`src/hdl/cpu_pkg.sv`:
```
package cpu_pkg;

    typedef logic [31:0] word_t;     // Data word or byte address
    typedef logic [4:0]  reg_addr_t;
    typedef logic [7:0]  rom_addr_t; // ROM word address

    localparam logic [6:0] OP_REG    = 7'b0110011;
    localparam logic [6:0] OP_IMM    = 7'b0010011;
    localparam logic [6:0] OP_LUI    = 7'b0110111;
    localparam logic [6:0] OP_LOAD   = 7'b0000011;
    localparam logic [6:0] OP_STORE  = 7'b0100011;
    localparam logic [6:0] OP_BRANCH = 7'b1100011;

    typedef enum logic [2:0] {
        ALU_ADD,
        ALU_SUB,
        ALU_AND,
        ALU_OR,
        ALU_XOR,
        ALU_PASS_B     // LUI
    } alu_op_t;

    typedef struct packed {
        alu_op_t alu_op;
        logic    alu_src_imm;
        logic    mem_read;
        logic    mem_write;
        logic    reg_write;
        logic    branch;
        logic    branch_ne;  // BNE when set, BEQ otherwise
    } ctrl_t;

    typedef struct packed {
        logic  valid;
        word_t pc;
        word_t instr;
    } if_id_t;

    typedef struct packed {
        logic      valid;
        ctrl_t     ctrl;
        word_t     pc;
        word_t     rs1_value;
        word_t     rs2_value;
        reg_addr_t rs1;
        reg_addr_t rs2;
        reg_addr_t rd;
        word_t     imm;
    } id_ex_t;

    typedef struct packed {
        logic      valid;
        logic      mem_read;
        logic      mem_write;
        logic      reg_write;
        reg_addr_t rd;
        word_t     result;      // ALU result or byte address
        word_t     store_value;
    } ex_mem_t;

    typedef struct packed {
        logic      reg_write;
        reg_addr_t rd;
        word_t     data;
    } wb_t;

    typedef struct packed {
        word_t addr;   // Word address into the RAM
        word_t wdata;
        logic  we;
    } mem_req_t;

endpackage

```
`src/hdl/fetch.sv`:
```
`timescale 1ns/1ps

module fetch (
    input  logic               clock,
    input  logic               rst_n,
    input  logic               enable,
    input  logic               stall,
    input  logic               load_stall,
    input  logic               branch_taken,
    input  cpu_pkg::word_t     branch_target,
    input  cpu_pkg::word_t     rom_data,
    output cpu_pkg::rom_addr_t rom_address,
    output cpu_pkg::if_id_t    if_id
);
    import cpu_pkg::*;

    word_t pc;

    assign rom_address = pc[2 +: $bits(rom_addr_t)]; // ROM is word addressed

    always_ff @(posedge clock or negedge rst_n) begin
        if (!rst_n) begin
            pc    <= '0;
            if_id <= '0;
        end else if (enable && !stall) begin
            if (branch_taken) begin
                pc          <= branch_target;
                if_id.valid <= 1'b0;   // Wrong-path fetch
            end else if (!load_stall) begin
                pc          <= pc + 32'd4;
                if_id.valid <= 1'b1;
                if_id.pc    <= pc;
                if_id.instr <= rom_data;
            end
            // Load-use stall keeps PC and if_id as they are
        end
    end

endmodule

```
`config.mk`:
```
export PLATFORM = sky130hd
export DESIGN_NAME = fetch
export DESIGN_NICKNAME = d
export VERILOG_FILES = /design/src/hdl/cpu_pkg.sv /design/src/hdl/fetch.sv
export SDC_FILE = /design/constraint.sdc
export NUM_CORES = 1
export LEC_CHECK = 0
export ABC_CLOCK_PERIOD_IN_PS = 5600
export BUFFER_PORTS_ARGS = -buffer_cell sky130_fd_sc_hd__buf_2
export CAP_MARGIN = 20
export CORE_AREA = 2 2 85 128
export CTS_CLUSTER_DIAMETER = 30
export DETAILED_ROUTE_END_ITERATION = 10
export DIE_AREA = 0 0 87 130
export GPL_TIMING_DRIVEN = 0
export MAX_ROUTING_LAYER = met4
export PLACE_DENSITY = 0.71
export RECOVER_POWER = 50
export SYNTH_ARGS = -nofsm -noshare
export SYNTH_HDL_FRONTEND = slang
export SYNTH_SLANG_ARGS = --single-unit
```
`constraint.sdc`:
```
create_clock -name clock -period 5.6 [get_ports clock]
set_input_delay 1.4 -clock clock [delete_from_list [all_inputs] [get_ports clock]]
set_output_delay 1.4 -clock clock [all_outputs]
set_load 0.05 [all_outputs]
```
Yosys cells after proc, flatten, opt, wreduce, memory -nomap -nowiden
Cells that the tools add are included.
{"block": "word_totals", "reg_bits": 97, "input_bits": 70, "wordCells": 16}
{"block": "classes", "addsub": 1, "eq_ne": 1, "n_mux": 4, "bitwise": 2, "reduce_logical": 4}
{"cell": "$mux W65", "n": 1}
{"cell": "$mux W32", "n": 2}
{"cell": "$add A32 B3 Y32 const B", "n": 1}
{"cell": "$reduce_and A3 Y1", "n": 1}
{"cell": "$ne A2 B1 Y1 const B", "n": 1}
{"cell": "$not A1 Y1", "n": 2}
{"cell": "$reduce_and A2 Y1", "n": 1}
{"cell": "$logic_and A1 B1 Y1", "n": 1}
{"cell": "$logic_not A1 Y1", "n": 1}
{"cell": "$mux W1", "n": 1}

Logic depth before layout (Yosys ltp)
{"block": "depth", "word_depth": 3, "depth_mapped": 7}

Least setup slack after synthesis
OpenSTA, ideal clock, no wires.
{"block": "synth_path", "path_type": "input to register", "start": "input load_stall", "end": "register pc[26]", "setup_time_ps": 141, "arrival_time_ps": 2581, "setup_slack_ps": 2878, "path_stages": 7, "path_buffers": 2, "path_cell_list": "clkbuf_1 -> clkinv_1 -> o21ai_0 -> clkbuf_1 -> nand2_1 -> o221ai_1 -> a31oi_1"}
{"block": "synth_between", "elab_chain_len": 2}
{"item": "start: declaration", "line": "fetch.sv:8", "rtl": "input logic load_stall,"}
{"item": "$ne A2 B1 Y1 (no line)"}
{"item": "$reduce_and A2 Y1 (no line)"}
{"item": "end signal: assignment", "line": "fetch.sv:27", "rtl": "pc <= branch_target;"}
{"item": "end signal: assignment", "line": "fetch.sv:30", "rtl": "pc <= pc + 32'd4;"}
{"item": "end: declaration", "line": "fetch.sv:17", "rtl": "word_t pc;"}
Every way passes these cells.
A chain may end at the register's enable or synchronous reset.

Final worst setup path
Same ends and word-level chain as after synthesis.

==> flow_metrics.py <==
metrics = {
    "status": {
        "outcome": "complete, but fails checks",
        "violations": "capacitance limit, slew limit",
    },
    "setup_path": {
        "critPathRequiredTime_ns": 5.80,
        "timing.critical_path.to_type": "register",
        "path_depth_of_the_worst_reg2reg_path": 6,
        "critical_path_class": "input port to register",
        "crit_path_start_kind": "input port",
        "rrSetupSlack_ns": 3.39,
        "critical_path.reg2reg.startpoint": "pc[2]",
        "crit-reg2reg-capture": "pc[30]",
        "cp_max_fanout": 10,
        "arrival_ns": 3.33,
    },
    "clock_network": {
        "cts_hold_buffers": 0,
        "worst_skew_pair.late_latency_ns": 0.35,
        "numClockSinks": 97,
        "clkTransAtPathRegs_ns": 0.07,
        "cts.path.max_buffers": 2,
        "post_cts_buffers": 0,
        "cts-buffers-inserted": 9,
        "cts_tree": "done",
        "postCtsResizedCells": 0,
        "htreeDepth": 3,
        "clockRootBuffer": "sky130_fd_sc_hd__clkbuf_16",
    },
    "sta": {
        "setup_viol": 0,
        "clock-skew-final_ns": 0.00652,
        "final_min_period_over_clock_period_pct": 56.0,
        "finalMaxSlewViolations": 29,
        "unrepaired_setup_endpoints_after_global_routing": "false",
        "crit_path_setup_slack_layout_ns": 2.47,
        "max_freq_ghz": 0.319,
        "tightestPinTransition_ns": 1.72,
        "tns_setup_ns": 0,
        "slew_margin_rel_pct": -14.9,
        "finalWorstPathRequiredPeriod_ns": 3.13,
        "timing.final.hold_violations": 0,
    },
    "detailed_routing": {
        "wl_per_cell_um": 16.0,
        "antenna_left": 0,
        "postRouteWirelength_um": 12900,
        "first_iter_violations": 382,
        "detailedRoute.firstPassIterationCount": 5,
        "remaining_drc_errors": 0,
        "route.detailed.vias_per_inst": 5.49,
        "num_vias": 4417,
    },
    "logic_synthesis": {
        "synth_most_common_cell": "sky130_fd_sc_hd__nand2_1",
        "synth_ff_type": "sky130_fd_sc_hd__dfrtp_1",
        "syn_area_per_cell_um2": 8.62,
        "netlist_top_cells_area": "sky130_fd_sc_hd__dfrtp_1, sky130_fd_sc_hd__nand2_1, sky130_fd_sc_hd__o21ai_0",
        "synth-async-reset-ratio_pct": 100,
        "synthDominantCellAreaShare_pct": 53.6,
        "postSynthRegisterBits": 97,
        "syn_nets": 597,
        "synth-seq-area-share_pct": 53.6,
        "ys_top_cells_by_count": "sky130_fd_sc_hd__nand2_1, sky130_fd_sc_hd__dfrtp_1, sky130_fd_sc_hd__clkbuf_1, sky130_fd_sc_hd__o21ai_0, sky130_fd_sc_hd__a21oi_1",
        "yosysWarnings": 0,
        "netlist_instances": 526,
        "synth_cell_type_count": 52,
        "synth_enable_flop_cells": 0,
        "syn-cell-area_um2": 4530,
        "yosysTopAreaCell": "sky130_fd_sc_hd__dfrtp_1",
    },
    "grt": {
        "grt-ovfl-total": 0,
        "grt_max_degree": 70,
        "groute.usage.overall_pct": 23.5,
        "antenna_found_initial": 0,
        "grt_pass1_wl_um": 20000,
        "grt_pass1_vias": 4051,
    },
    "placement": {
        "place_congestion": 0.889,
        "portBuffers": 140,
        "dpl.hpwl_um": 9330,
        "dpl_worst_slack_ns": 2.20,
    },
    "floorplanning": {
        "start_util_pct": 44.0,
        "num_io_pins": 143,
        "row_count": 46,
        "fp.dieH_um": 130,
        "die-width_um": 87,
        "coreArea_um2": 10300,
        "dieArea_um2": 11300,
    },
    "pwr": {
        "ir_drop_mv": 0.210,
        "p_per_area_nw_per_um2": 407,
        "cellLeakagePower_nw": 2.83,
    },
    "job": {
        "timing.max_cap.violations": 1,
    },
    "hold_path": {
        "holdCritStartpoint": "pc[1]",
        "min_delay_worst_endpoint": "if_id[33]",
        "hold_path.class": "register to register",
        "worst_hold_path.num_cells": 2,
    },
    "layout": {
        "num_antenna_cells": 0,
        "drive_gt1_share_pct": 21.6,
        "area_growth_syn_to_layout_pct": 24.9,
        "fillerInstances": 959,
        "design.final.nets": 750,
        "core_occupancy_in_the_finished_layout_pct": 55.0,
    },
}
-- state kept, by name (all words and copies together) (netlist names) --
name   count
if_id     65
pc        32
-- final cells by class --
| class | count | area [um2] | area share [%] |
|---|---|---|---|
| sequential | 97 | 2430 | 42.9 |
| multi-input combinational | 386 | 1910 | 33.7 |
| timing repair buffer | 142 | 692 | 12.2 |
| clock buffer | 10 | 239 | 4.22 |
| buffer | 38 | 176 | 3.12 |
| tap | 120 | 150 | 2.65 |
| clock inverter | 6 | 48.8 | 0.862 |
| inverter | 5 | 18.8 | 0.331 |
-- power breakdown --
part	total, mW	leakage (nW)	internal [mW]	switching [mW]
Sequential	0.938	1.20	0.833	0.104
Combinational	0.764	1.49	0.175	0.588
Clock	0.601	0.144	0.319	0.282
-- critical path: stages --
cell and delay (ns):
sky130_fd_sc_hd__clkbuf_1 0.29, sky130_fd_sc_hd__clkinv_1 0.41, sky130_fd_sc_hd__o21ai_0 0.46, sky130_fd_sc_hd__clkbuf_1 0.49, sky130_fd_sc_hd__nand2_1 0.13, sky130_fd_sc_hd__o221ai_1 0.09, sky130_fd_sc_hd__a31oi_1 0.06
-- worst max-delay path by stage --
stage	slack [ns]	startpoint	endpoint
final	2.47	load_stall	pc[26]
after global routing	2.38	load_stall	pc[26]
after CTS	2.58	load_stall	if_id[34]
after detailed placement	2.20	load_stall	if_id[34]
after global placement	2.08	stall	if_id[49]
after floorplan	2.88	load_stall	pc[26]
-- cells by family (layout without fill, tap and decap cells) --
group,after synthesis,after routing,share of synthesized area (%)
compound gates,89,89,12.2
fa+ha+maj,1,1,0.276
buf+inv,43,201,4.31
flops,97,97,53.6
mux,4,4,0.939
simple gates,292,292,28.7
-- stage by stage --
stage	cells	total power, mW	cell area [um2]	hold slack [ns]
floorplan	526	1.51	4530	0.433
global placement	786	1.71	5380	0.446
detailed placement	788	1.73	5420	0.454
CTS	804	2.33	5710	0.472
global route	804	2.41	5660	0.490
finish	804	2.30	5660	0.467
-- metal layers --
metal  vias to the layer above  global-route usage, %  wire length [um]
met5                         -                      -                 0
met4                         0                   13.4               535
met3                        43                   3.61               773
met2                       198                   37.2              6430
met1                      2090                   28.3              5160
li1                       2086                      -                 -
-- layout by cell type (no fill, tap or decap), drive strengths merged, types with 2 or more instances in the layout --
cell / n
a211oi: 2
a21oi: 21
a22oi: 6
a2bb2oi: 3
a311oi: 3
a31oi: 7
a41oi: 2
and3: 8
and4: 2
buf: 118
clkbuf: 72
clkinv: 4
dfrtp: 97
inv: 7
mux2: 2
mux2i: 2
nand2: 208
nand2b: 2
nand3: 21
nand4: 8
nor2: 17
nor2b: 2
nor3: 9
nor4: 4
o21ai: 28
o22a: 2
o22ai: 6
o2bb2ai: 2
or3: 4
or4: 2
Power figures use the tool's default switching activity.
