## src/hdl/cpu_pkg.sv

```systemverilog
package cpu_pkg;

    typedef logic [31:0] word_t;     // Data word or byte address
    typedef logic [4:0]  reg_addr_t;
    typedef logic [7:0]  rom_addr_t; // ROM word address

    localparam logic [6:0] OP_REG    = 7'b0110011;
    localparam logic [6:0] OP_IMM    = 7'b0010011;
    localparam logic [6:0] OP_LUI    = 7'b0110111;
    localparam logic [6:0] OP_LOAD   = 7'b0000011;
    localparam logic [6:0] OP_STORE  = 7'b0100011;
    localparam logic [6:0] OP_BRANCH = 7'b1100011;

    typedef enum logic [2:0] {
        ALU_ADD,
        ALU_SUB,
        ALU_AND,
        ALU_OR,
        ALU_XOR,
        ALU_PASS_B     // LUI
    } alu_op_t;

    typedef struct packed {
        alu_op_t alu_op;
        logic    alu_src_imm;
        logic    mem_read;
        logic    mem_write;
        logic    reg_write;
        logic    branch;
        logic    branch_ne;  // BNE when set, BEQ otherwise
    } ctrl_t;

    typedef struct packed {
        logic  valid;
        word_t pc;
        word_t instr;
    } if_id_t;

    typedef struct packed {
        logic      valid;
        ctrl_t     ctrl;
        word_t     pc;
        word_t     rs1_value;
        word_t     rs2_value;
        reg_addr_t rs1;
        reg_addr_t rs2;
        reg_addr_t rd;
        word_t     imm;
    } id_ex_t;

    typedef struct packed {
        logic      valid;
        logic      mem_read;
        logic      mem_write;
        logic      reg_write;
        reg_addr_t rd;
        word_t     result;      // ALU result or byte address
        word_t     store_value;
    } ex_mem_t;

    typedef struct packed {
        logic      reg_write;
        reg_addr_t rd;
        word_t     data;
    } wb_t;

    typedef struct packed {
        word_t addr;   // Word address into the RAM
        word_t wdata;
        logic  we;
    } mem_req_t;

endpackage

```

## src/hdl/memory.sv

```systemverilog
`timescale 1ns/1ps

module memory #(
    parameter int             RAM_WORDS = 64,
    parameter cpu_pkg::word_t IO_ADDR   = 32'h100
) (
    input  logic               clock,
    input  logic               rst_n,
    input  logic               enable,
    input  cpu_pkg::ex_mem_t   ex_mem,
    input  logic               ram_ack,
    input  cpu_pkg::word_t     rdata,
    output logic               ram_req,
    output cpu_pkg::mem_req_t  mem_req,
    output logic               stall,
    output cpu_pkg::word_t     io_data,
    output logic               io_valid,
    output cpu_pkg::wb_t       wb
);
    import cpu_pkg::*;

    localparam int AW = $clog2(RAM_WORDS);

    typedef enum logic [1:0] {IDLE, WAIT_ACK, WAIT_RELEASE} state_t;

    state_t state;
    word_t  load_data;
    logic   is_io;
    logic   ram_access;
    logic   io_store;

    assign is_io      = (ex_mem.result == IO_ADDR);
    assign ram_access = ex_mem.valid && (ex_mem.mem_read || ex_mem.mem_write) && !is_io;
    assign io_store   = ex_mem.valid && ex_mem.mem_write && is_io;

    assign mem_req.addr  = word_t'(ex_mem.result[2 +: AW]); // Wrapped word address
    assign mem_req.wdata = ex_mem.store_value;
    assign mem_req.we    = ex_mem.mem_write;

    // Released only once ack has dropped again
    assign stall = ram_access && !(state == WAIT_RELEASE && !ram_ack);

    always_ff @(posedge clock or negedge rst_n) begin
        if (!rst_n) begin
            state   <= IDLE;
            ram_req <= 1'b0;
        end else if (enable) begin
            case (state)
                IDLE: if (ram_access) begin
                    ram_req <= 1'b1;
                    state   <= WAIT_ACK;
                end
                WAIT_ACK: if (ram_ack) begin
                    ram_req <= 1'b0;
                    state   <= WAIT_RELEASE;
                end
                default: if (!ram_ack) state <= IDLE;
            endcase
        end
    end

    always_ff @(posedge clock) begin
        if (enable && state == WAIT_ACK && ram_ack) load_data <= rdata;
    end

    always_ff @(posedge clock or negedge rst_n) begin
        if (!rst_n) begin
            wb       <= '0;
            io_data  <= '0;
            io_valid <= 1'b0;
        end else begin
            io_valid <= enable && !stall && io_store;  // One-cycle pulse
            if (enable && !stall) begin
                wb.reg_write <= ex_mem.valid && ex_mem.reg_write;
                wb.rd        <= ex_mem.rd;
                wb.data      <= !ex_mem.mem_read ? ex_mem.result :
                                is_io ? io_data : load_data;
                if (io_store) io_data <= ex_mem.store_value;
            end
        end
    end

endmodule

```

## config.mk

```make
export PLATFORM = sky130hd
export DESIGN_NAME = memory
export DESIGN_NICKNAME = d
export VERILOG_FILES = /design/src/hdl/cpu_pkg.sv /design/src/hdl/memory.sv
export SDC_FILE = /design/constraint.sdc
export NUM_CORES = 1
export LEC_CHECK = 0
export BUFFER_PORTS_ARGS = -buffer_cell sky130_fd_sc_hd__buf_2
export CAP_MARGIN = 20
export CORE_ASPECT_RATIO = 1.25
export CORE_MARGIN = 2
export CORE_UTILIZATION = 30
export CTS_CLUSTER_DIAMETER = 60
export DETAILED_ROUTE_END_ITERATION = 8
export PLACE_DENSITY = 0.66
export SLEW_MARGIN = 15
export SYNTH_ARGS = -nofsm -noshare
export SYNTH_HDL_FRONTEND = slang
export SYNTH_SLANG_ARGS = --single-unit
```

## constraint.sdc

```tcl
create_clock -name clock -period 6.1 [get_ports clock]
set_input_delay 0.915 -clock clock [delete_from_list [all_inputs] [get_ports clock]]
set_output_delay 0.915 -clock clock [all_outputs]
set_load 0.05 [all_outputs]
```

# Word-level counts from Yosys, hierarchy flattened
# Index checks and enable logic that the tools add are counted.
# op_classes
n_eq_ne	6
mux	9
n_reduce_logical	21
# op_table
operator	count
32-bit two-way mux	2
32-bit by 9-bit equality test with 1-bit output (second input constant)	1
1-bit logical AND	11
4-bit AND reduction	2
2-bit two-way mux	3
1-bit zero test	4
2-bit != test (second input constant)	2
2-bit case mux with 2 select lines	1
3-bit by 1-bit != test with 1-bit output (second input constant)	1
2-bit by 1-bit equality test with 1-bit output (second input constant)	1
2-bit equality test (second input constant)	1
2-bit zero test	1
1-bit two-way mux	2
1-bit case mux with 2 select lines	1
2-bit AND reduction	1
2-bit nonzero test	1
1-bit logical OR	1
# word_totals
regBits	106
output_inout_bits	138
elab_cells	44

# Longest topological paths before layout
# logic_depth
ltp_word	7
ltp_mapped	8
depth_no_buf	5

# Least setup slack after synthesis
# Ideal clock, no wire load.
# synth_timing
path_kind	input -> register
start	in enable
end	reg load_data[0], enable pin
setup_ns	0.421
arrival_ns	2.761
slack_ns	2.918
cell_stages	4
cell_sequence	clkbuf_1 -> nor2b_1 -> nand2_1 -> nor2_1
# synth_between
elab_chain_len	2
# synth_lines
item	line_no	rtl
start: declaration	memory.sv:9	input logic enable,
1-bit logical AND (2 in a row)	memory.sv:63	if (enable && state == WAIT_ACK && ram_ack) load_data <= rdata;
end signal: assignment	memory.sv:63	
end: declaration	memory.sv:27	word_t load_data;
# Every way passes these cells.
# A chain may end at the register's enable or synchronous reset.

# Final worst setup path
# layout_timing
start	in ex_mem[37] in the netlist's numbering
end	out stall
# layout_between
elab_chain_len	4
# layout_lines
item	line_no	rtl
start: declaration	memory.sv:10	input cpu_pkg::ex_mem_t ex_mem,
32-bit by 9-bit equality test with 1-bit output	memory.sv:32	assign is_io = (ex_mem.result == IO_ADDR);
1-bit zero test	memory.sv:33	assign ram_access = ex_mem.valid && (ex_mem.mem_read || ex_mem.mem_write) && !is_io;
1-bit logical AND	memory.sv:33	
1-bit logical AND	memory.sv:41	assign stall = ram_access && !(state == WAIT_RELEASE && !ram_ack);
end: declaration	memory.sv:15	output logic stall,
# Every way passes these cells.

==> qor.txt <==
fin nets = 677
clock buffer depth = 2
Max Transition Viols Final = 0
layout cells sized above 1 = 54.97%
Max IR drop VDD = 138.8 µV
Placed Cells = 783
initial antenna violation count = 1
hpwl dp = 10,220 µm
Hold Path Cell Cnt = 1
Die Span X = 125.1 µm
routed via count = 3,923
Worst Hold End = wb[35]
CP bufs+invs = 4
vias in the first global route = 3,875
Max FO, Critical Path = 20
sequential element share of the synthesized area = 51.14%
postcts setup bufs = 0
Compound-Gate Fraction of Synth Area = 12.90%
GRT Resource Usage Total = 14.79%
Initial DRT Pass Iterations = 4
clk_lat worst skew = 0.35 ns
commonest non-fill, non-tap cells in the layout = 218 x buf_2, 74 x dfrtp_1
status = finished clean
CP most frequent cell = buf_2
setup TNS = 0 ns
commonest non-fill, non-tap cell in the layout = buf_2
dpl ws = 2.048 ns
worst reg-to-reg path cell count = 5
Cell Count, Final, Fillers Out = 802
Fillers = 1,800
hold path start = wb[35]
fin crit share = 64.60%
Pleak = 3.266 nW
total CTS buffers = 9
post-synthesis mux area share = 9.554%
critical path type = in2out
Synth cell types = 35
Yosys warnings = 0
Crit-path slowest cell = o21ai_4
Initial Util = 30.51%
Worst slew margin = 36.18%
vias per cell = 4.892
CP Launch Point = ex_mem[37]
leading area contributor after synthesis = dfrtp_1
area of the mapped netlist = 5500 µm²
clock slew at reported path FFs = 0.07 ns
Peak Freq = 0.2538 GHz
crit path cell chain = buf_2 > nor4_2 > nand4_2 > o21ai_4 > buf_4 > inv_1 > buf_2
Crit path max-delay family = buffers and inverters
# DRC = 0
Seq cells post-synth = 106
Die H = 155.4 µm
post-synthesis cell count = 405
fin crit period = 3.941 ns
first-pass GRT wire length = 22,100 µm
WP data arrival = 3.03 ns
area of the multi-input gates = 2057 µm²
Starting DRT DRC Count = 145
simple-gate share of the synthesized area = 12.99%
Power Density = 306.1 nW/µm²
reg-to-reg startpoint = state[0]
port buffer count = 220
total stage count of the critical path = 7
Worst R2R End = wb[32]
area grow syn2layout = 21.02%
Root Buffer = clkbuf_16
remaining global-route overflow = 0
Hold Buf Count CTS = 0
worst clock skew = 0.01327 ns
Sink Count = 106
Die ar. = 19,440 µm²
RSZ-0062 raised after global routing = no
final setup vio count = 0
final WL = 14,880 µm
Yosys top cell area share = 33.67%
worst min-delay path class = reg2reg
Synth area leaders = dfrtp_1 34%, edfxtp_1 17%, buf_4 9.1%
max incr delay on CP = 0.62 ns
final setup margin = 2.159 ns
Worst setup SP type = input pin
gpl congestion = 0.7800
worst slew pin tran = 0.9539 ns
syn avg cell area = 13.58 µm²
Adder-Cell Fraction of Synth Area = 0%
Reg2Reg Setup Slack = 3.45 ns
I/O pins = 247
Hold Vio Cnt, Final = 0
CTS tree = built
H-Tree Depth = 3
largest net degree at the start of global routing = 75
antenna-violating nets left = 0
register area = 2813 µm²
core box area = 18,030 µm²
routed len/inst = 18.56 µm
max-cap check violation count = 0
Std-Cell Rows = 55
crit path capture type = output port
required time of the critical path = 5.18 ns
post-cts gate resize count = 0
Synth Area in XOR/XNOR = 0%
main combinational cell family by area after synthesis = buffers and inverters
## registers in the layout, indices dropped and copies added, names as in the netlist
register,cells
load_data,32
ram_req,1
state,2
wb,38
io_valid,1
io_data,32
## per-stage QoR
stage               hold slack [ns]  utilization (%)  area [µm²]  power [mW]
CTS                          0.4936            36.64        6606       2.061
global route                 0.5038            36.92        6656       2.121
finish                       0.4885            36.92        6656       2.037
floorplan                    0.4812                -        5594       1.295
global placement             0.4617            34.91        6295       1.431
detailed placement           0.4762            34.91        6295       1.438
## Yosys cell counts
master      n
a21bo_1     1
a21oi_1     3
a2bb2oi_1   1
a31oi_1     1
a32o_1     32
and4_4      1
buf_12      4
buf_2       7
buf_4      67
buf_6       4
clkbuf_1   16
conb_1      1
dfrtp_1    74
edfxtp_1   32
inv_1       3
mux2_1      8
mux2_4     29
nand2_1     5
nand3b_1   32
nand4_1     2
nand4_2     1
nor2_1      1
nor2_4      1
nor2b_1     1
nor3_1      1
nor3b_1     1
nor4_1      1
nor4_2      6
nor4b_2     1
o211a_1    32
o21ai_1     1
o21ai_4     1
o31ai_1     1
or3b_1      1
or3b_2     32
## worst reg2reg max path: cells and delay by family, from the launching register on
family / cells / cell delay (ns)
AO/OA/AOI/OAI: 2 / 0.79
flip-flops: 1 / 0.42
multiplexers: 1 / 0.39
AND/OR/NAND/NOR: 1 / 0.80
buffers and inverters: 1 / 0.12
## layer usage
metal / vias to the layer above / routed length, µm / part of all wire, % / GRT usage [%]
li1: 1767 / - / - / -
met1: 1982 / 6021 / 40 / 17.39
met2: 160 / 7860 / 53 / 26.86
met3: 14 / 751 / 5.0 / 2.923
met4: 0 / 249 / 1.7 / 5.132
met5: - / 0 / 0 / 0
## cells by family after synthesis
family | Yosys count
mux | 37
buf+inv | 101
compound gates | 73
other cells | 1
simple gates | 87
flops | 106
## power breakdown
part	internal [mW]	switching (mW)	leakage, nW	total (mW)
Clock	0.327	0.288	0.154	0.615
Sequential	0.810	0.0395	1.25	0.849
Combinational	0.150	0.423	1.86	0.573
Total	1.29	0.750	3.27	2.04
## how the worst max path moves through the flow
stage	endpoint	slack, ns
finish	stall	2.16
CTS	stall	2.02
floorplan	load_data[0]	2.92
global placement	stall	2.08
global route	stall	1.97
detailed placement	stall	2.05
## cell type report
| cell class | instances | share of cell area (%) |
|---|---|---|
| repair buffers | 225 | 17.67 |
| clock inverters | 7 | 1.297 |
| diodes | 1 | 0.03759 |
| flip-flops and latches | 106 | 42.26 |
| well taps | 228 | 4.286 |
| multi-input cells | 223 | 30.90 |
| inverters | 3 | 0.1692 |
| clock buffers | 9 | 3.383 |
Power figures use the tool's default switching activity.
