$ cat src/hdl/cpu_pkg.sv
package cpu_pkg;

    typedef logic [31:0] word_t;     // Data word or byte address
    typedef logic [4:0]  reg_addr_t;
    typedef logic [7:0]  rom_addr_t; // ROM word address

    localparam logic [6:0] OP_REG    = 7'b0110011;
    localparam logic [6:0] OP_IMM    = 7'b0010011;
    localparam logic [6:0] OP_LUI    = 7'b0110111;
    localparam logic [6:0] OP_LOAD   = 7'b0000011;
    localparam logic [6:0] OP_STORE  = 7'b0100011;
    localparam logic [6:0] OP_BRANCH = 7'b1100011;

    typedef enum logic [2:0] {
        ALU_ADD,
        ALU_SUB,
        ALU_AND,
        ALU_OR,
        ALU_XOR,
        ALU_PASS_B     // LUI
    } alu_op_t;

    typedef struct packed {
        alu_op_t alu_op;
        logic    alu_src_imm;
        logic    mem_read;
        logic    mem_write;
        logic    reg_write;
        logic    branch;
        logic    branch_ne;  // BNE when set, BEQ otherwise
    } ctrl_t;

    typedef struct packed {
        logic  valid;
        word_t pc;
        word_t instr;
    } if_id_t;

    typedef struct packed {
        logic      valid;
        ctrl_t     ctrl;
        word_t     pc;
        word_t     rs1_value;
        word_t     rs2_value;
        reg_addr_t rs1;
        reg_addr_t rs2;
        reg_addr_t rd;
        word_t     imm;
    } id_ex_t;

    typedef struct packed {
        logic      valid;
        logic      mem_read;
        logic      mem_write;
        logic      reg_write;
        reg_addr_t rd;
        word_t     result;      // ALU result or byte address
        word_t     store_value;
    } ex_mem_t;

    typedef struct packed {
        logic      reg_write;
        reg_addr_t rd;
        word_t     data;
    } wb_t;

    typedef struct packed {
        word_t addr;   // Word address into the RAM
        word_t wdata;
        logic  we;
    } mem_req_t;

endpackage

$ cat src/hdl/register_bank.sv
`timescale 1ns/1ps

module register_bank (
    input  logic               clock,
    input  logic               rst_n,
    input  cpu_pkg::reg_addr_t rs1,
    input  cpu_pkg::reg_addr_t rs2,
    input  cpu_pkg::wb_t       wb,
    output cpu_pkg::word_t     rs1_value,
    output cpu_pkg::word_t     rs2_value
);
    import cpu_pkg::*;

    word_t regs [1:31];   // x0 is not stored

    // Same-cycle write is seen by the read
    assign rs1_value = (rs1 == '0) ? '0 :
                       (wb.reg_write && wb.rd == rs1) ? wb.data : regs[rs1];
    assign rs2_value = (rs2 == '0) ? '0 :
                       (wb.reg_write && wb.rd == rs2) ? wb.data : regs[rs2];

    always_ff @(posedge clock or negedge rst_n) begin
        if (!rst_n) begin
            for (int i = 1; i < 32; i++) begin
                regs[i] <= '0;
            end
        end else if (wb.reg_write && wb.rd != '0) begin
            regs[wb.rd] <= wb.data;
        end
    end

endmodule

$ cat config.mk
export PLATFORM = sky130hd
export DESIGN_NAME = register_bank
export DESIGN_NICKNAME = d
export VERILOG_FILES = /design/src/hdl/cpu_pkg.sv /design/src/hdl/register_bank.sv
export SDC_FILE = /design/constraint.sdc
export NUM_CORES = 2
export LEC_CHECK = 0
export ABC_AREA = 1
export BUFFER_PORTS_ARGS = -buffer_cell sky130_fd_sc_hd__buf_2
export CAP_MARGIN = 20
export CORE_MARGIN = 2
export CORE_UTILIZATION = 30
export DETAILED_ROUTE_END_ITERATION = 7
export PLACE_DENSITY = 0.41
export SYNTH_ARGS = -nofsm -noshare
export SYNTH_HDL_FRONTEND = slang
export SYNTH_SLANG_ARGS = --single-unit
$ cat constraint.sdc
create_clock -name clock -period 2.4 [get_ports clock]
set_input_delay 0.24 -clock clock [delete_from_list [all_inputs] [get_ports clock]]
set_output_delay 0.24 -clock clock [all_outputs]
set_load 0.02 [all_outputs]
# [After elaboration in Yosys (flattened, before gate mapping)]
# Index checks and enable logic that the tools add are counted.
[op_classes] n_lt_le_gt_ge=4 eq_ne=2 mux=13 bitwise=3 reduce_logical=7
[ops] operator="$bwmux W992" n=1
[ops] operator="$bmux W32 S5" n=2
[ops] operator="$mux W32" n=9
[ops] operator="$demux W32 S5" n=1
[ops] operator="$ge A6 B6 Y1 const B" n=3
[ops] operator="$not A5 Y6" n=3
[ops] operator="$eq A5 B5 Y1" n=2
[ops] operator="$logic_not A5 Y1" n=2
[ops] operator="$lt A6 B1 Y1 const B" n=1
[ops] operator="$reduce_bool A5 Y1" n=1
[ops] operator="$logic_and A1 B1 Y1" n=4
[word_totals] reg_bits=992 output_inout_bits=64

# [Longest topological paths before layout]
[logic_depth] word_depth=6 depth_mapped=13 mapped_depth_nobuf=11

# [Worst setup path before layout]
# No wires, ideal clock.
[synth_path] path_type="input to output" start="input rs2[1]" end="output rs2_value[15]" t_arrival_ns=1.593 slack_ns=0.567 cell_stages=12 n_path_buf=4 cell_sequence="buf_2 -> inv_2 -> nand2_1 -> clkbuf_1 -> clkbuf_1 -> buf_2 -> o211ai_1 -> nand3_1 -> nand2_1 -> nand3_1 -> nand2_1 -> inv_1"
[synth_via] elab_chain_cells=6
[synth_lines] item="start: declaration" line_no="register_bank.sv:7" source="input cpu_pkg::reg_addr_t rs2,"
[synth_lines] item="$not A5 Y6 (implied by the code)" line_no="register_bank.sv:20" source="(wb.reg_write && wb.rd == rs2) ? wb.data : regs[rs2];"
[synth_lines] item="$bmux W32 S5" line_no="register_bank.sv:20"
[synth_lines] item="$mux W32 (implied by the code) (2 in a row)" line_no="register_bank.sv:20"
[synth_lines] item="$mux W32" line_no="register_bank.sv:20"
[synth_lines] item="$mux W32 (*)" line_no="register_bank.sv:19" source="assign rs2_value = (rs2 == '0) ? '0 :"
[synth_lines] item="end: declaration" line_no="register_bank.sv:10" source="output cpu_pkg::word_t rs2_value"
# Mark *: on every way between the ends. The rest lies on a longest branch, timed or not. The select of a mux whose other input is x is not followed.

# [Worst setup path after layout]
[layout_path] start="register regs[448] (netlist name)" end="output rs1_value[0]"
[layout_via] elab_chain_cells=5
[layout_lines] item="start: declaration" line_no="register_bank.sv:14" source="word_t regs [1:31];"
[layout_lines] item="start signal: indexed assignment" line_no="register_bank.sv:28" source="regs[wb.rd] <= wb.data;"
[layout_lines] item="$bmux W32 S5" line_no="register_bank.sv:18" source="(wb.reg_write && wb.rd == rs1) ? wb.data : regs[rs1];"
[layout_lines] item="$mux W32 (implied by the code) (2 in a row)" line_no="register_bank.sv:18"
[layout_lines] item="$mux W32" line_no="register_bank.sv:18"
[layout_lines] item="$mux W32" line_no="register_bank.sv:17" source="assign rs1_value = (rs1 == '0) ? '0 :"
[layout_lines] item="end: declaration" line_no="register_bank.sv:9" source="output cpu_pkg::word_t rs1_value,"
# No other way between the ends. The select of a mux whose other input is x is not followed.

==> metrics.log <==
INFO  metric insertion_delay = 0.79 ns
INFO  metric transition_time_of_the_tightest_slew_check_pin = just under 0.9 ns
INFO  metric global_route.usage.total = 29.9%
INFO  metric cts_tree = yes
INFO  metric vdd_ir_drop_max = 0.000715 V
INFO  metric detailedRoute.firstIterationViolations = 6159
INFO  metric wire_per_inst = 26.6 um
INFO  metric cts.root.buffer_cell = clkbuf_16
INFO  metric dr_total_vias = 58000
INFO  metric yosys_warnings = 0
INFO  metric worst_setup_path_end_kind = primary output
INFO  metric first_pass_iters = 6
INFO  metric detail_route.drc_violations = 0
INFO  metric worstReg2RegStart = regs[764]$_DFFE_PN0P_
INFO  metric fillers = between 15000 and 20000
INFO  metric die_height = about 440 um
INFO  metric numPlacedInstances = 10500
INFO  metric critPathRequiredTime = 2.16 ns
INFO  metric cts.clk_slew.worst_paths = ~0.070 ns
INFO  metric yosys_register_bits = a little under 1000
INFO  metric post_synth_instance_area = 56100 sq um
INFO  metric setup-violations-final = 15
INFO  metric maxSlewViolCount = 0
INFO  metric worst_setup_path_startpoint = regs[448]$_DFFE_PN0P_
INFO  metric preCtsSetupSlack = -0.0926 ns
INFO  metric timing.max_cap.violations = 0
INFO  metric largest_register = regs
INFO  metric outcome = finished, violations left
INFO  metric setup.worst_path.start_class = register
INFO  metric grt_remaining_overflow = 0
INFO  metric clock.fmax = 0.394 GHz
INFO  metric violated_checks = negative setup slack
INFO  metric global_routing_s_busiest_layer = met2
INFO  metric drtAntennaViolNets = 0
INFO  metric timing_hold_violations_final = 0
INFO  metric finalWorstSetupSlack = -0.140 ns
INFO  metric gpl.final_weighted_congestion = 0.874
INFO  metric final_cell_count_no_fill = 10900
INFO  metric num_io_pins = 114
INFO  metric synthesis.area_per_instance = slightly below 7 sq um
INFO  metric pwr_total = 55.0 mW
INFO  metric use_met2 = 47.6%
INFO  metric total_leakage_power = 33.1 nW
INFO  metric r2r_cells = 4
INFO  metric area_growth_from_synthesis_to_layout = 25.8%
INFO  metric routed_wl = 289000 um
INFO  metric worst_clock_skew = 0 ns
INFO  metric antenna_found_initial = 21
INFO  metric max_reg_flops = between 900 and 1000
INFO  metric via_count_of_the_first_global_routing_pass = 55700
INFO  metric powerDensity = 780 nW/um^2
INFO  metric final_net_count = roughly 8300
INFO  metric floorplan.initialDensity = 30.2%
INFO  metric syn_inst_count = 8124
INFO  metric worst_hold_slack = around 0.16 ns
INFO  metric num_rows = 158
INFO  metric place.port_buffers = 113
INFO  metric die_width = 436 um
INFO  metric rrSetupSlack = ~1.5 ns
INFO  metric die-area = 190000 sq um
INFO  metric portion_of_the_post_synthesis_area_used_by_sequential_elements = around 44%
INFO  metric fin_crit_sh = 106%
INFO  metric grt_pass1_wl = roughly 420000 um
INFO  metric slew_headroom = 41.6%
INFO  metric maximum_number_of_pins_on_one_net_before_global_route_repair = 95
INFO  metric postLayoutCoreUtil = 38.0%
INFO  metric met3_usage = around 4.1%
INFO  metric worst-path-max-fanout = 2
INFO  metric synth_fp_nets = approximately 8200
INFO  metric dpl.hpwl = approximately 180000 um
INFO  metric count_of_h_tree_levels_built_during_cts = 4
INFO  metric crit-reg2reg-capture = regs[764]$_DFFE_PN0P_
INFO  metric groute.layer.met1.usage = between 40% and 50%
INFO  metric class_of_the_tightest_hold_or_removal_check = input port to asynchronous set/reset pin
INFO  metric detail_route.vias_per_cell = 5.33
INFO  metric largestRegisters = regs: 992 flops
INFO  metric layout-drive-gt1-share = between 15 and 20%
INFO  metric tritoncts.num_buffers = 130
INFO  metric critPathArrivalTime = ~2.3 ns
INFO  metric clock_sink_count = 992
INFO  metric unrepaired_setup_endpoints_after_global_routing = true
INFO  metric worstSetupPathType = register to primary output
INFO  metric core_area = 186000 sq um
INFO  metric ctsLongestPathBuffers = 3
INFO  metric synth.distinct_cells = 23
INFO  metric minimum_clock_period = approximately 2.5 ns
-- stage by stage --
step | instance area, sq um | TNS, ns
after floorplan | 56100 | 0
after global placement | 63500 | -0.695
after detailed placement | 63500 | -0.452
after CTS | 69600 | -2.61
after global routing | 70500 | -4.71
final | 70500 | -0.488
-- cells in the final DEF, fill, tap and decap left out, types with 29 or more instances in the layout --
cell type	count
a21oi_1	424
nand2_4	60
buf_4	349
o21ai_1	93
clkbuf_1	29
nor2_2	79
dlygate4sd3_1	33
dfrtp_1	992
o21ai_0	920
clkbuf_16	136
o211ai_1	331
nor2_1	528
nand2_2	78
nand2_1	2399
nand3_1	747
inv_2	134
buf_2	42
nand3_2	100
buf_6	68
inv_1	451
buf_12	187
-- where the power goes --
group	internal (mW)	switching (mW)
clock network	11.8	8.33
logic	4.77	7.74
registers	20.0	2.39
total	36.6	18.5
-- cells in the mapped netlist, drive strengths merged --
cell type	number	share of area (%)
nand2	2539	17
o211ai	331	4.4
nor2	624	4.2
o21ai	1015	9.1
nand3	861	7.7
clkbuf	469	3.1
buf	201	1.7
o22ai	3	0.033
or2	37	0.41
inv	598	4.0
and3	2	0.022
nand4	2	0.022
a21oi	435	3.9
nor4	1	0.038
clkinv	4	0.027
dfrtp	992	44
nor3	10	0.12
-- area by class of cell --
type	instances	area (sq um)	share of cell area, %
multi-input combinational	5860	28100	39.8
sequential	992	24800	35.2
antenna	11	27.5	0.0390
inverter	602	2320	3.29
clock buffer	191	3850	5.45
timing repair buffer	690	7890	11.2
tap	2480	3100	4.40
clock inverter	41	448	0.635
-- metal layers --
layer | routed length [um] | part of all wire (%) | vias to the layer above
li1 | - | - | 26700
met1 | 125000 | 43 | 28200
met2 | 132000 | 46 | 2456
met3 | 18800 | 6.5 | 541
met4 | 13600 | 4.7 | 2
met5 | 14 | 0.0048 | -
-- worst max-delay path: stages (launching register included) --
cell and delay, ns:
dfrtp_1 0.41, or2_4 0.26, nand3_2 0.07, nand3_2 0.10, nand2_2 0.14, nand3_2 0.10, nand2_2 0.10, buf_6 0.16
inv_2 0.04, buf_6 0.12
-- cell families after synthesis --
logic type | Yosys count | share of synthesized area [%]
AOI/OAI and AO/OA | 1784 | 17.4
DFF | 992 | 44.3
and+or+nand+nor | 4076 | 29.5
buffers and inverters | 1272 | 8.82
-- worst max path at each step --
stage | to | slack (ns) | cells after the start
floorplan | rs2_value[15] | 0.57 | 12
global placement | rs1_value[27] | -0.11 | 12
detailed placement | rs1_value[27] | -0.09 | 12
CTS | rs1_value[0] | -0.20 | 10
global route | rs1_value[0] | -0.20 | 10
finish | rs1_value[0] | -0.14 | 9
-- what timing repair did --
action,in CTS,in global routing
hold endpoints to repair,687,0
hold buffers,34,0
buffers inserted,34,34
gates cloned,0,2
pin swaps,261,326
setup endpoints to repair,61,64
gates resized for setup,439,272
No activity file was read; power rests on OpenSTA's default activity.
