## src/hdl/cpu_pkg.sv

```systemverilog
package cpu_pkg;

    typedef logic [31:0] word_t;     // Data word or byte address
    typedef logic [4:0]  reg_addr_t;
    typedef logic [7:0]  rom_addr_t; // ROM word address

    localparam logic [6:0] OP_REG    = 7'b0110011;
    localparam logic [6:0] OP_IMM    = 7'b0010011;
    localparam logic [6:0] OP_LUI    = 7'b0110111;
    localparam logic [6:0] OP_LOAD   = 7'b0000011;
    localparam logic [6:0] OP_STORE  = 7'b0100011;
    localparam logic [6:0] OP_BRANCH = 7'b1100011;

    typedef enum logic [2:0] {
        ALU_ADD,
        ALU_SUB,
        ALU_AND,
        ALU_OR,
        ALU_XOR,
        ALU_PASS_B     // LUI
    } alu_op_t;

    typedef struct packed {
        alu_op_t alu_op;
        logic    alu_src_imm;
        logic    mem_read;
        logic    mem_write;
        logic    reg_write;
        logic    branch;
        logic    branch_ne;  // BNE when set, BEQ otherwise
    } ctrl_t;

    typedef struct packed {
        logic  valid;
        word_t pc;
        word_t instr;
    } if_id_t;

    typedef struct packed {
        logic      valid;
        ctrl_t     ctrl;
        word_t     pc;
        word_t     rs1_value;
        word_t     rs2_value;
        reg_addr_t rs1;
        reg_addr_t rs2;
        reg_addr_t rd;
        word_t     imm;
    } id_ex_t;

    typedef struct packed {
        logic      valid;
        logic      mem_read;
        logic      mem_write;
        logic      reg_write;
        reg_addr_t rd;
        word_t     result;      // ALU result or byte address
        word_t     store_value;
    } ex_mem_t;

    typedef struct packed {
        logic      reg_write;
        reg_addr_t rd;
        word_t     data;
    } wb_t;

    typedef struct packed {
        word_t addr;   // Word address into the RAM
        word_t wdata;
        logic  we;
    } mem_req_t;

endpackage

```

## src/hdl/decode.sv

```systemverilog
`timescale 1ns/1ps

module decode (
    input  logic               clock,
    input  logic               rst_n,
    input  logic               enable,
    input  logic               stall,
    input  logic               branch_taken,
    input  cpu_pkg::if_id_t    if_id,
    input  cpu_pkg::word_t     rs1_value,
    input  cpu_pkg::word_t     rs2_value,
    input  cpu_pkg::reg_addr_t ex_rd,
    input  logic               ex_mem_read,
    output cpu_pkg::reg_addr_t rs1,
    output cpu_pkg::reg_addr_t rs2,
    output logic               load_stall,
    output cpu_pkg::id_ex_t    id_ex
);
    import cpu_pkg::*;

    logic [6:0] opcode;
    logic [2:0] funct3;
    ctrl_t      ctrl;
    word_t      imm;
    logic       uses_rs1;
    logic       uses_rs2;

    assign opcode = if_id.instr[6:0];
    assign funct3 = if_id.instr[14:12];
    assign rs1    = if_id.instr[19:15];
    assign rs2    = if_id.instr[24:20];

    always_comb begin
        ctrl     = '0;
        imm      = '0;
        uses_rs1 = 1'b1;
        uses_rs2 = 1'b0;
        case (opcode)
            OP_REG: begin
                ctrl.reg_write = 1'b1;
                uses_rs2       = 1'b1;
                case (funct3)
                    3'b000:  ctrl.alu_op = if_id.instr[30] ? ALU_SUB : ALU_ADD;
                    3'b100:  ctrl.alu_op = ALU_XOR;
                    3'b110:  ctrl.alu_op = ALU_OR;
                    3'b111:  ctrl.alu_op = ALU_AND;
                    default: ctrl.reg_write = 1'b0; // Outside the subset
                endcase
            end
            OP_IMM: begin   // ADDI
                ctrl.reg_write   = 1'b1;
                ctrl.alu_src_imm = 1'b1;
                imm = {{20{if_id.instr[31]}}, if_id.instr[31:20]};
            end
            OP_LUI: begin
                ctrl.reg_write   = 1'b1;
                ctrl.alu_src_imm = 1'b1;
                ctrl.alu_op      = ALU_PASS_B;
                uses_rs1         = 1'b0;
                imm = {if_id.instr[31:12], 12'b0};
            end
            OP_LOAD: begin
                ctrl.reg_write   = 1'b1;
                ctrl.mem_read    = 1'b1;
                ctrl.alu_src_imm = 1'b1;
                imm = {{20{if_id.instr[31]}}, if_id.instr[31:20]};
            end
            OP_STORE: begin
                ctrl.mem_write   = 1'b1;
                ctrl.alu_src_imm = 1'b1;
                uses_rs2         = 1'b1;
                imm = {{20{if_id.instr[31]}}, if_id.instr[31:25], if_id.instr[11:7]};
            end
            OP_BRANCH: begin
                ctrl.branch    = 1'b1;
                ctrl.branch_ne = funct3[0];
                uses_rs2       = 1'b1;
                imm = {{19{if_id.instr[31]}}, if_id.instr[31], if_id.instr[7],
                       if_id.instr[30:25], if_id.instr[11:8], 1'b0};
            end
            default: uses_rs1 = 1'b0;   // Treated as a NOP
        endcase
    end

    // Load in execute feeding this instruction
    assign load_stall = if_id.valid && ex_mem_read && (ex_rd != '0)
                     && ((uses_rs1 && ex_rd == rs1) || (uses_rs2 && ex_rd == rs2));

    always_ff @(posedge clock or negedge rst_n) begin
        if (!rst_n) begin
            id_ex <= '0;
        end else if (enable && !stall) begin
            if (branch_taken || load_stall || !if_id.valid) begin
                id_ex.valid <= 1'b0;
                id_ex.ctrl  <= '0;     // Bubble must not look like a load
            end else begin
                id_ex.valid     <= 1'b1;
                id_ex.ctrl      <= ctrl;
                id_ex.pc        <= if_id.pc;
                id_ex.rs1_value <= rs1_value;
                id_ex.rs2_value <= rs2_value;
                id_ex.rs1       <= rs1;
                id_ex.rs2       <= rs2;
                id_ex.rd        <= if_id.instr[11:7];
                id_ex.imm       <= imm;
            end
        end
    end

endmodule

```

## config.mk

```make
export PLATFORM = sky130hd
export DESIGN_NAME = decode
export DESIGN_NICKNAME = d
export VERILOG_FILES = /design/src/hdl/cpu_pkg.sv /design/src/hdl/decode.sv
export SDC_FILE = /design/constraint.sdc
export NUM_CORES = 1
export LEC_CHECK = 0
export ABC_AREA = 0
export BUFFER_PORTS_ARGS = -buffer_cell sky130_fd_sc_hd__buf_2
export CAP_MARGIN = 20
export CORE_UTILIZATION = 35
export CTS_BUF_LIST = sky130_fd_sc_hd__clkbuf_8 sky130_fd_sc_hd__clkbuf_16
export DETAILED_ROUTE_END_ITERATION = 8
export PLACE_DENSITY = 0.65
export REMOVE_ABC_BUFFERS = 1
export SYNTH_ARGS = -nofsm -noshare
export SYNTH_HDL_FRONTEND = slang
export SYNTH_SLANG_ARGS = --single-unit
```

## constraint.sdc

```tcl
create_clock -name clock -period 2.8 [get_ports clock]
set_input_delay 0.56 -clock clock [delete_from_list [all_inputs] [get_ports clock]]
set_output_delay 0.56 -clock clock [all_outputs]
set_load 0.02 [all_outputs]
```

### After elaboration in Yosys (flattened, before gate mapping)

Index checks and enable logic that the tools add are counted.
W data, S select, Z words.

* flip-flop bits (word level): 153
* output and inout port bits: 164
* word-level logic and storage cells: 60

* eq/ne operators: 11
* mux-type cells: 13
* bitwise operators: 1
* reductions and logical operators: 20

Operators with widths (number)
* $pmux W32 S4: 1
* $eq A7 B6 Y1 const B: 3
* $pmux W3 S4: 1
* $eq A5 B5 Y1: 2
* $mux W10: 1
* $eq A3 B3 Y1 const B: 3
* $reduce_or A4 Y1: 2
* $eq A7 B2 Y1 const B: 1
* $eq A7 B5 Y1 const B: 1
* $eq A7 B7 Y1 const B: 1
* $mux W1: 7
* $logic_and A1 B1 Y1: 6
* $pmux W3 S2: 1
* $reduce_or A3 Y1: 2
* $reduce_bool A5 Y1: 1
* $reduce_or A5 Y1: 1
* $logic_not A3 Y1: 1
* $logic_or A1 B1 Y1: 3
* $logic_not A1 Y1: 2
* $mux W2: 1
* $pmux W1 S2: 1
* $reduce_and A2 Y1: 1
* $reduce_or A2 Y1: 1
* $not A1 Y1: 1

### Depth between registers and ports, before layout

Gate-level depths: netlist of the first run.

* depth in word-level cells: 10
* gate-level depth with buffers: 9
* gate-level depth less buffers: 5

### Worst setup path after synthesis of the first run

OpenSTA, ideal clock, no wires.

* path type: input to output
* start: input if_id[3] (netlist name)
* end: output load_stall
* arrival time: 1884 ps
* required time: 2240 ps
* slack: 356 ps
* stages on the path: 5
* path buffers: 1
* cells stage by stage: or2_1 -> nor2_2 -> o2111ai_2 -> nor2_1 -> clkbuf_1

* longest elaborated chain between the ends: 6

Ends and longest elaborated chain
* start, declared: line decode.sv:9 `input cpu_pkg::if_id_t if_id,`
* $eq A7 B6 Y1 (tied with other cells): line decode.sv:38 `case (opcode)`
* $reduce_or A5 Y1 (no source line) or $reduce_or A3 Y1 (tied branches)
* $mux W1: line decode.sv:38
* $logic_and A1 B1 Y1: line decode.sv:87 `&& ((uses_rs1 && ex_rd == rs1) || (uses_rs2 && ex_rd == rs2));`
* $logic_or A1 B1 Y1 *: line decode.sv:87
* $logic_and A1 B1 Y1 *: line decode.sv:87
* end, declared: line decode.sv:16 `output logic load_stall,`

Every way passes the cells marked *; elsewhere a longest branch is shown, timed or not.

### Worst setup path after layout of the first run

* start: input ex_rd[1]
* end: output load_stall

* longest elaborated chain between the ends: 4

Ends and longest elaborated chain
* start, declared: line decode.sv:12 `input cpu_pkg::reg_addr_t ex_rd,`
* $eq A5 B5 Y1: line decode.sv:87
* $logic_and A1 B1 Y1: line decode.sv:87
* $logic_or A1 B1 Y1: line decode.sv:87
* $logic_and A1 B1 Y1 *: line decode.sv:87

Marked as above.

==> results of run 1 <==
[cells by family after synthesis]
kind of cell	Yosys count	share of synthesized area
AO/OA/AOI/OAI	60	0.0729
XOR/XNOR	11	0.0143
buffers and inverters	52	0.0607
flip-flops	153	0.570
multiplexers	130	0.253
AND/OR/NAND/NOR	37	0.0289
[metal layers]
layer,routed length [um],global-route usage
met1,7380,0.220
met2,7580,0.264
met3,1310,0.0598
met4,212,0.0446
met5,0,0
[worst max path at each step]
| stage | startpoint | end | slack [ns] | depth (start not counted) |
|---|---|---|---|---|
| 2_1_floorplan | stall | id_ex[0]$_DFFE_PN0P_ | -3.90 | 4 |
| 3_3_place_gp | ex_rd[1] | id_ex[116]$_DFFE_PN0P_ | 0.23 | 7 |
| 3_5_place_dp | ex_rd[1] | id_ex[3]$_DFFE_PN0P_ | 0.22 | 7 |
| 4_1_cts | ex_rd[1] | load_stall | 0.52 | 5 |
| 5_1_grt | if_id[15] | load_stall | 0.41 | 6 |
| 6_report | ex_rd[1] | load_stall | 0.52 | 5 |
[metrics by stage]
| step | setup TNS [ns] | utilization | area [um2] | setup slack [ns] | cells |
|---|---|---|---|---|---|
| floorplan | -571.28 | - | 6360 | -3.90 | 406 |
| global placement | 0 | 0.450 | 8450 | 0.234 | 966 |
| detailed placement | 0 | 0.450 | 8450 | 0.219 | 966 |
| CTS | 0 | 0.485 | 9100 | 0.518 | 998 |
| global route | 0 | 0.485 | 9100 | 0.414 | 998 |
| finish | 0 | 0.485 | 9100 | 0.518 | 998 |
[final cells by class]
type,count,area (um2)
Tap cell,234,293
Timing Repair Buffer,326,1780
Multi-Input combinational cell,238,2480
Clock buffer,18,439
Inverter,15,56.3
Sequential cell,153,3830
Clock inverter,14,218
Fill cell,1681,9670
[power groups by stage]
stage                     combinational, mW  clock, mW  sequential, mW
after floorplan                       0.568          0            3.38
after global placement                 1.78          0            2.87
after detailed placement               1.80          0            2.86
after CTS                              1.80       2.63            2.84
after global routing                   1.90       2.72            2.88
final                                  1.78       2.56            2.84
[synthesized netlist by cell type, drive strengths merged]
| master | count |
|---|---|
| a211o | 14 |
| a21o | 1 |
| a21oi | 8 |
| a22o | 6 |
| a2bb2oi | 1 |
| a32o | 5 |
| and2 | 1 |
| and3 | 2 |
| buf | 30 |
| clkbuf | 7 |
| dfrtp | 153 |
| inv | 15 |
| mux2 | 117 |
| mux2i | 13 |
| nand2 | 15 |
| nand2b | 2 |
| nand3 | 1 |
| nand4 | 1 |
| nor2 | 5 |
| nor3 | 3 |
| nor4 | 3 |
| o2111ai | 1 |
| o211ai | 1 |
| o21a | 2 |
| o21ai | 3 |
| o21ba | 1 |
| o22a | 14 |
| o31ai | 3 |
| or2 | 2 |
| or3b | 1 |
| or4 | 1 |
| xnor2 | 5 |
| xor2 | 6 |
==> metrics.csv, run 1 <==
metric;value;unit
fp.coreArea;18800;um2
grt_pass1_vias;4730;
die_h;141;um
rrSetupSlack;2.00;ns
cts_sinks;153;
p_int;5.05;mW
relSlewSlack;0.634;
fmax;438;MHz
globalplace.congestion;0.755;
final_nets;891;
dieArea;19700;um2
cp_common_cell;buf_2;
grt_max_degree;71;
wirelength;16.5;mm
crit_type;input port to output pin;
crit_chain;buf_2, or4_1, o2111ai_2, nor2_1, buf_2;
cts_buffers;17;
cpPeakStageDelay;0.56;ns
vias_per_cell;4.75;
regMostFlops;id_ex;
yosysTopAreaCellShare;0.570;
cp_max_fo;3;
cts_resized;0;
swShare;0.296;
ys_seq_area_frac;0.570;
grt_pass1_wl;25.6;mm
vias;4740;
drv_slew;0;
final-setup-viol-count;0;
cts_hold_buffers;0;
io_buffer_count;303;
clkPwrFrac;0.356;
drc;0;
post_cts_buffers;0;
drv_cap;0;
fin_crit_sh;0.815;
diodes;0;
cp-start-kind;input port;
antenna_found_initial;0;
worst_pin_slew;0.549;ns
die_w;141;um
std_cell_rows;50;
ir_worst_vdd;0.389;mV
cp-end-kind;output pin;
cp_slowest_cell;or4_1;
p_leak;4.58;nW
power.density;788;nW/um2
place_hpwl;12.0;mm
cp_data_arrival_time;1.72;ns
hp-class;input port to async pin;
hold_viol;0;
layout_common_cells;buf_2, dfrtp_1, mux2_4;
dr.first_iter.drc_count;122;
r2r_cells;1;
r2r_end;id_ex[70]$_DFFE_PN0P_;
rsz0062_at_grt;false;
final_common_cell;buf_2;
skew;0;ns
rr_startpoint;id_ex[70]$_DFFE_PN0P_;
p_seq_frac;0.395;
cts_tree;yes;
grt_util_all_layers;0.168;
gr-total-overflow;0;
synth.area.top_cells;dfrtp_1, mux2_4, mux2_2;
drive_above_1_share;0.630;
cts.reportedPaths.clkPinSlew;0.06;ns
total_power;7.18;mW
whs;0.109;ns
cp.required;2.24;ns
wl_per_cell;16.5;um
yosys_warnings;0;
clock-root-buffer;clkbuf_16;
period_minus_slack;2.28;ns
synth-seq-cells;153;
dr.pass1.iters;4;
clkLatencyLatePin;0.40;ns
ioPinCount;304;
synth_top_cell_by_area;dfrtp_1;
postSynthCellCount;443;
status;complete, no violations;
power_frac_comb;0.249;
ant_nets;0;
synth_area;6720;um2
critPathTopFamily;simple AND/OR/NAND/NOR gates;
start_util;0.358;
ys_types;42;
largest_register_ffs;153;
syn_area_per_cell;15.2;um2
crit_buf_inv;2;
reg.largest.list;id_ex x153;
cts_max_level;4;
syn_to_final_growth;35.6;%
cts_buffer_depth;2;
switching_power;2.12;mW
(Power assumes the default switching activity.)
==> inputs of run 2 (changes only) <==
Settings changed: PLACE_DENSITY 0.65 to 0.67.
Clock period 2.8 ns to 2 ns, I/O delays scaled along.
==> metrics.csv, run 2 (synthesized netlist as in run 1, its figures left out) <==
metric;value;unit
rrSetupSlack;1.20;ns
final_nets;924;
place_hpwl;12.9;mm
crit_chain;buf_2, or4_1, o2111ai_2, nor2_2, buf_6;
crit_type;input port to output pin;
cp_max_fo;2;
p_seq_frac;0.394;
cts_tree;yes;
grt_pass1_vias;5082;
globalplace.congestion;0.769;
cpPeakStageDelay;0.56;ns
cts.reportedPaths.clkPinSlew;0.07;ns
p_leak;4.75;nW
hold_depth;2;
fin_crit_sh;0.963;
final-setup-viol-count;0;
gr-usage-met1;0.225;
power_frac_comb;0.255;
cts_sinks;153;
whs_endpoint;id_ex[108]$_DFFE_PN0P_;
die_h;141;um
fp.coreArea;18800;um2
wirelength;17.5;mm
vias;4907;
swShare;0.304;
ant_nets;0;
drv_slew;0;
met2_usage;0.297;
io_buffer_count;303;
hp-class;input port to flop;
rr_startpoint;id_ex[101]$_DFFE_PN0P_;
cts_buffers;17;
fill_cells;1663;
cp-end-kind;output pin;
dp_cells;998;
cp.required;1.60;ns
antenna_found_initial;0;
grt_pass1_wl;27.6;mm
ff_latch_area;3830;um2
layout_common_cells;buf_2, dfrtp_1, mux2_4;
start_util;0.358;
hold_viol;0;
ioPinCount;304;
fmax;519;MHz
cp_slowest_cell;or4_1;
worst_pin_slew;0.578;ns
grtUsageMet3;0.0581;
dr.first_iter.drc_count;145;
drive_above_1_share;0.646;
multi_input_area;2490;um2
fin_util;0.502;
skew;0;ns
std_cell_rows;50;
total_power;10.1;mW
relSlewSlack;0.615;
min_from;rs1_value[29];
grt_util_all_layers;0.181;
p_int;7.02;mW
syn_to_final_growth;40.2;%
dr.pass1.iters;4;
status;complete, no violations;
reg.largest.list;id_ex x153;
die_w;141;um
r2r_end;id_ex[101]$_DFFE_PN0P_;
final_common_cell;buf_2;
whs;0.206;ns
clkLatencyLatePin;0.42;ns
clkPwrFrac;0.351;
wl_per_cell;17.0;um
drv_cap;0;
r2r_cells;1;
period_minus_slack;1.93;ns
switching_power;3.06;mW
ir_worst_vdd;0.519;mV
diodes;0;
dieArea;19700;um2
rsz0062_at_grt;true;
grt_max_degree;55;
power.density;1070;nW/um2
grt_busiest_layer;met2;
cp-start-kind;input port;
fin_cells;1031;
vias_per_cell;4.76;
cts_buffer_depth;2;
gr-total-overflow;0;
regMostFlops;id_ex;
clock-root-buffer;clkbuf_16;
drc;0;
cp_data_arrival_time;1.53;ns
largest_register_ffs;153;
cts_max_level;4;
## run 2: worst max-delay path by stage
stage,startpoint,end,slack (ns),cells after the start
detailed placement,ex_rd[1],id_ex[11]$_DFFE_PN0P_,-0.35,6
finish,ex_rd[1],load_stall,0.07,5
global route,ex_rd[1],load_stall,-0.03,8
floorplan,stall,id_ex[0]$_DFFE_PN0P_,-4.54,4
global placement,ex_rd[1],id_ex[11]$_DFFE_PN0P_,-0.31,6
CTS,ex_rd[1],load_stall,0.04,5
## run 2: final cells by class
| class | instances | share of cell area |
|---|---|---|
| clock buffers | 18 | 0.0466 |
| clock inverters | 14 | 0.0223 |
| inverters | 15 | 0.00598 |
| multi-input cells | 238 | 0.265 |
| flip-flops and latches | 153 | 0.407 |
| well taps | 234 | 0.0311 |
| repair buffers | 359 | 0.223 |
## run 2: timing repair
item | CTS | global route
endpoints found under the setup margin | 0 | 2
hold buffers | 1 | 0
endpoints found under the hold margin | 48 | 0
setup buffers | 0 | 0
gates resized for setup | 0 | 5
## run 2: worst max-delay path: cells and delay by family
kind                   cells  cell delay, ns
buffers and inverters      2            0.24
AO/OA/AOI/OAI              1            0.24
AND/OR/NAND/NOR            2            0.64
## run 2: through the flow
stage | cell area [um2] | setup WS (ns) | TNS [ns]
after floorplan | 6360 | -4.54 | -667.77
after global placement | 8740 | -0.307 | -35.60
after detailed placement | 8740 | -0.350 | -37.83
after CTS | 9400 | 0.0433 | 0
after global routing | 9420 | -0.0293 | -0.0474
final | 9420 | 0.0747 | 0
## run 2: power by group through the flow
stage / sequential, mW / combinational, mW / clock, mW
6_report: 3.97 / 2.57 / 3.53
3_5_place_dp: 4.02 / 2.58 / 0
2_1_floorplan: 4.74 / 0.795 / 0
3_3_place_gp: 4.01 / 2.54 / 0
5_1_grt: 4.04 / 2.73 / 3.75
4_1_cts: 3.98 / 2.60 / 3.61
## run 2: metal layers
metal,up-vias,routed length (um)
met2,199,8420
met4,0,239
met1,2439,7590
li1,2252,-
met5,-,0
met3,17,1240
==> inputs of run 3 (changes only) <==
Settings changed: CORE_UTILIZATION 35 to 41, PLACE_DENSITY 0.67 to 0.76.
==> metrics.csv, run 3 (synthesized netlist as in run 1, its figures left out) <==
metric;value;unit
cp-end-kind;flop;
clkLatencyLatePin;0.41;ns
syn_to_final_growth;38.9;%
clkPwrFrac;0.316;
dr.first_iter.drc_count;162;
swShare;0.314;
wirelength;17.0;mm
p_seq_frac;0.416;
dp_cells;983;
worst_pin_slew;0.568;ns
cp-endpoint;id_ex[121]$_DFFE_PN0P_;
wl_met1;7.02;mm
final_common_cell;buf_2;
drive_above_1_share;0.648;
final_nets;927;
die_w;130;um
startpoint;ex_rd[1];
globalplace.congestion;0.793;
cts_buffer_depth;2;
cts_buffers;17;
die_h;130;um
grt_max_degree;59;
fmax;510;MHz
hold_viol;0;
antenna_found_initial;2;
ir_worst_vdd;0.592;mV
relSlewSlack;0.622;
grt_pass1_vias;4908;
rr_startpoint;id_ex[81]$_DFFE_PN0P_;
fin_crit_sh;0.980;
power_frac_comb;0.268;
cp_max_fo;52;
grt_pass1_wl;25.3;mm
dr.pass1.iters;5;
dieArea;16900;um2
status;complete, no violations;
rrSetupSlack;1.21;ns
switching_power;3.01;mW
place_hpwl;12.7;mm
cts_tree;yes;
fp.coreArea;15900;um2
fin_util;0.585;
cts_max_level;4;
ant_nets;0;
cp_data_arrival_time;2.25;ns
vias_per_cell;4.88;
p_leak;4.72;nW
power.density;1030;nW/um2
drv_cap;0;
drc;0;
p_int;6.57;mW
r2r_cells;1;
wl_per_cell;16.7;um
skew;0;ns
reg.largest.list;id_ex x153;
fin_cells;1017;
hp-class;input port to flop;
start_util;0.421;
gr-total-overflow;0;
crit_type;input port to flop;
grt_util_all_layers;0.199;
r2r_end;id_ex[81]$_DFFE_PN0P_;
regMostFlops;id_ex;
clock-root-buffer;clkbuf_16;
cts.reportedPaths.clkPinSlew;0.07;ns
io_buffer_count;303;
cp.required;2.29;ns
ioPinCount;304;
std_cell_rows;46;
cts_sinks;153;
dr_wl_met2;8.38;mm
largest_register_ffs;153;
vias;4962;
final-setup-viol-count;0;
cp-start-kind;input port;
post_cts_buffers;0;
highest_layer;met4;
met3_wirelength;1.39;mm
layout_common_cells;buf_2, dfrtp_1, mux2_4;
drv_slew;0;
period_minus_slack;1.96;ns
## run 3: power by group through the flow
| stage | clock network (mW) | logic [mW] | registers, mW |
|---|---|---|---|
| finish | 3.02 | 2.57 | 3.99 |
| global route | 3.21 | 2.75 | 4.06 |
| CTS | 3.09 | 2.59 | 4.00 |
| global placement | 0 | 2.52 | 4.02 |
| detailed placement | 0 | 2.57 | 4.04 |
| floorplan | 0 | 0.795 | 4.74 |
## run 3: area by class of cell
cell class	count	area [um2]
multi-input cells	238	2520
clock inverters	15	126
repair buffers	362	2090
well taps	216	270
fillers	1332	6620
diodes	1	2.50
inverters	15	56.3
flip-flops and latches	153	3830
clock buffers	17	425
## run 3: critical path, stage by stage
cell and delay (ns):
buf_2 0.11, or4_1 0.53, o2111ai_2 0.27, o21ba_4 0.22, buf_12 0.27, mux2_2 0.39
## run 3: worst min path at each step
stage,from,endpoint,cells after the start,slack (ns)
floorplan,rst_n,id_ex[0]$_DFFE_PN0P_,0,0.10
detailed placement,rst_n,id_ex[83]$_DFFE_PN0P_,1,0.42
finish,if_id[47],id_ex[126]$_DFFE_PN0P_,2,0.21
CTS,if_id[47],id_ex[126]$_DFFE_PN0P_,2,0.19
global route,rs2_value[16],id_ex[63]$_DFFE_PN0P_,2,0.19
global placement,rst_n,id_ex[52]$_DFFE_PN0P_,1,0.42
## run 3: repair_timing
action | CTS | global route
gates resized for setup | 2 | 8
pin swaps | 0 | 3
endpoints found under the hold margin | 49 | 0
hold buffers | 1 | 0
setup endpoints to repair | 1 | 1
## run 3: metrics by stage
| step | setup WS, ns | cell area (um2) | hold slack [ns] | TNS, ns | power (mW) |
|---|---|---|---|---|---|
| 2_1_floorplan | -4.54 | 6360 | 0.104 | -667.77 | 5.53 |
| 3_3_place_gp | -0.273 | 8710 | 0.421 | -31.75 | 6.54 |
| 3_5_place_dp | -0.368 | 8710 | 0.422 | -32.63 | 6.61 |
| 4_1_cts | 0.0105 | 9280 | 0.194 | 0 | 9.67 |
| 5_1_grt | -0.00847 | 9330 | 0.187 | -0.00847 | 10.0 |
| 6_report | 0.0403 | 9330 | 0.205 | 0 | 9.58 |
## run 3: routing by layer
metal / up-vias / track usage
met1: 2466 / 0.240
li1: 2271 / -
met2: 209 / 0.328
met3: 16 / 0.0693
met4: 0 / 0.0746
met5: - / 0
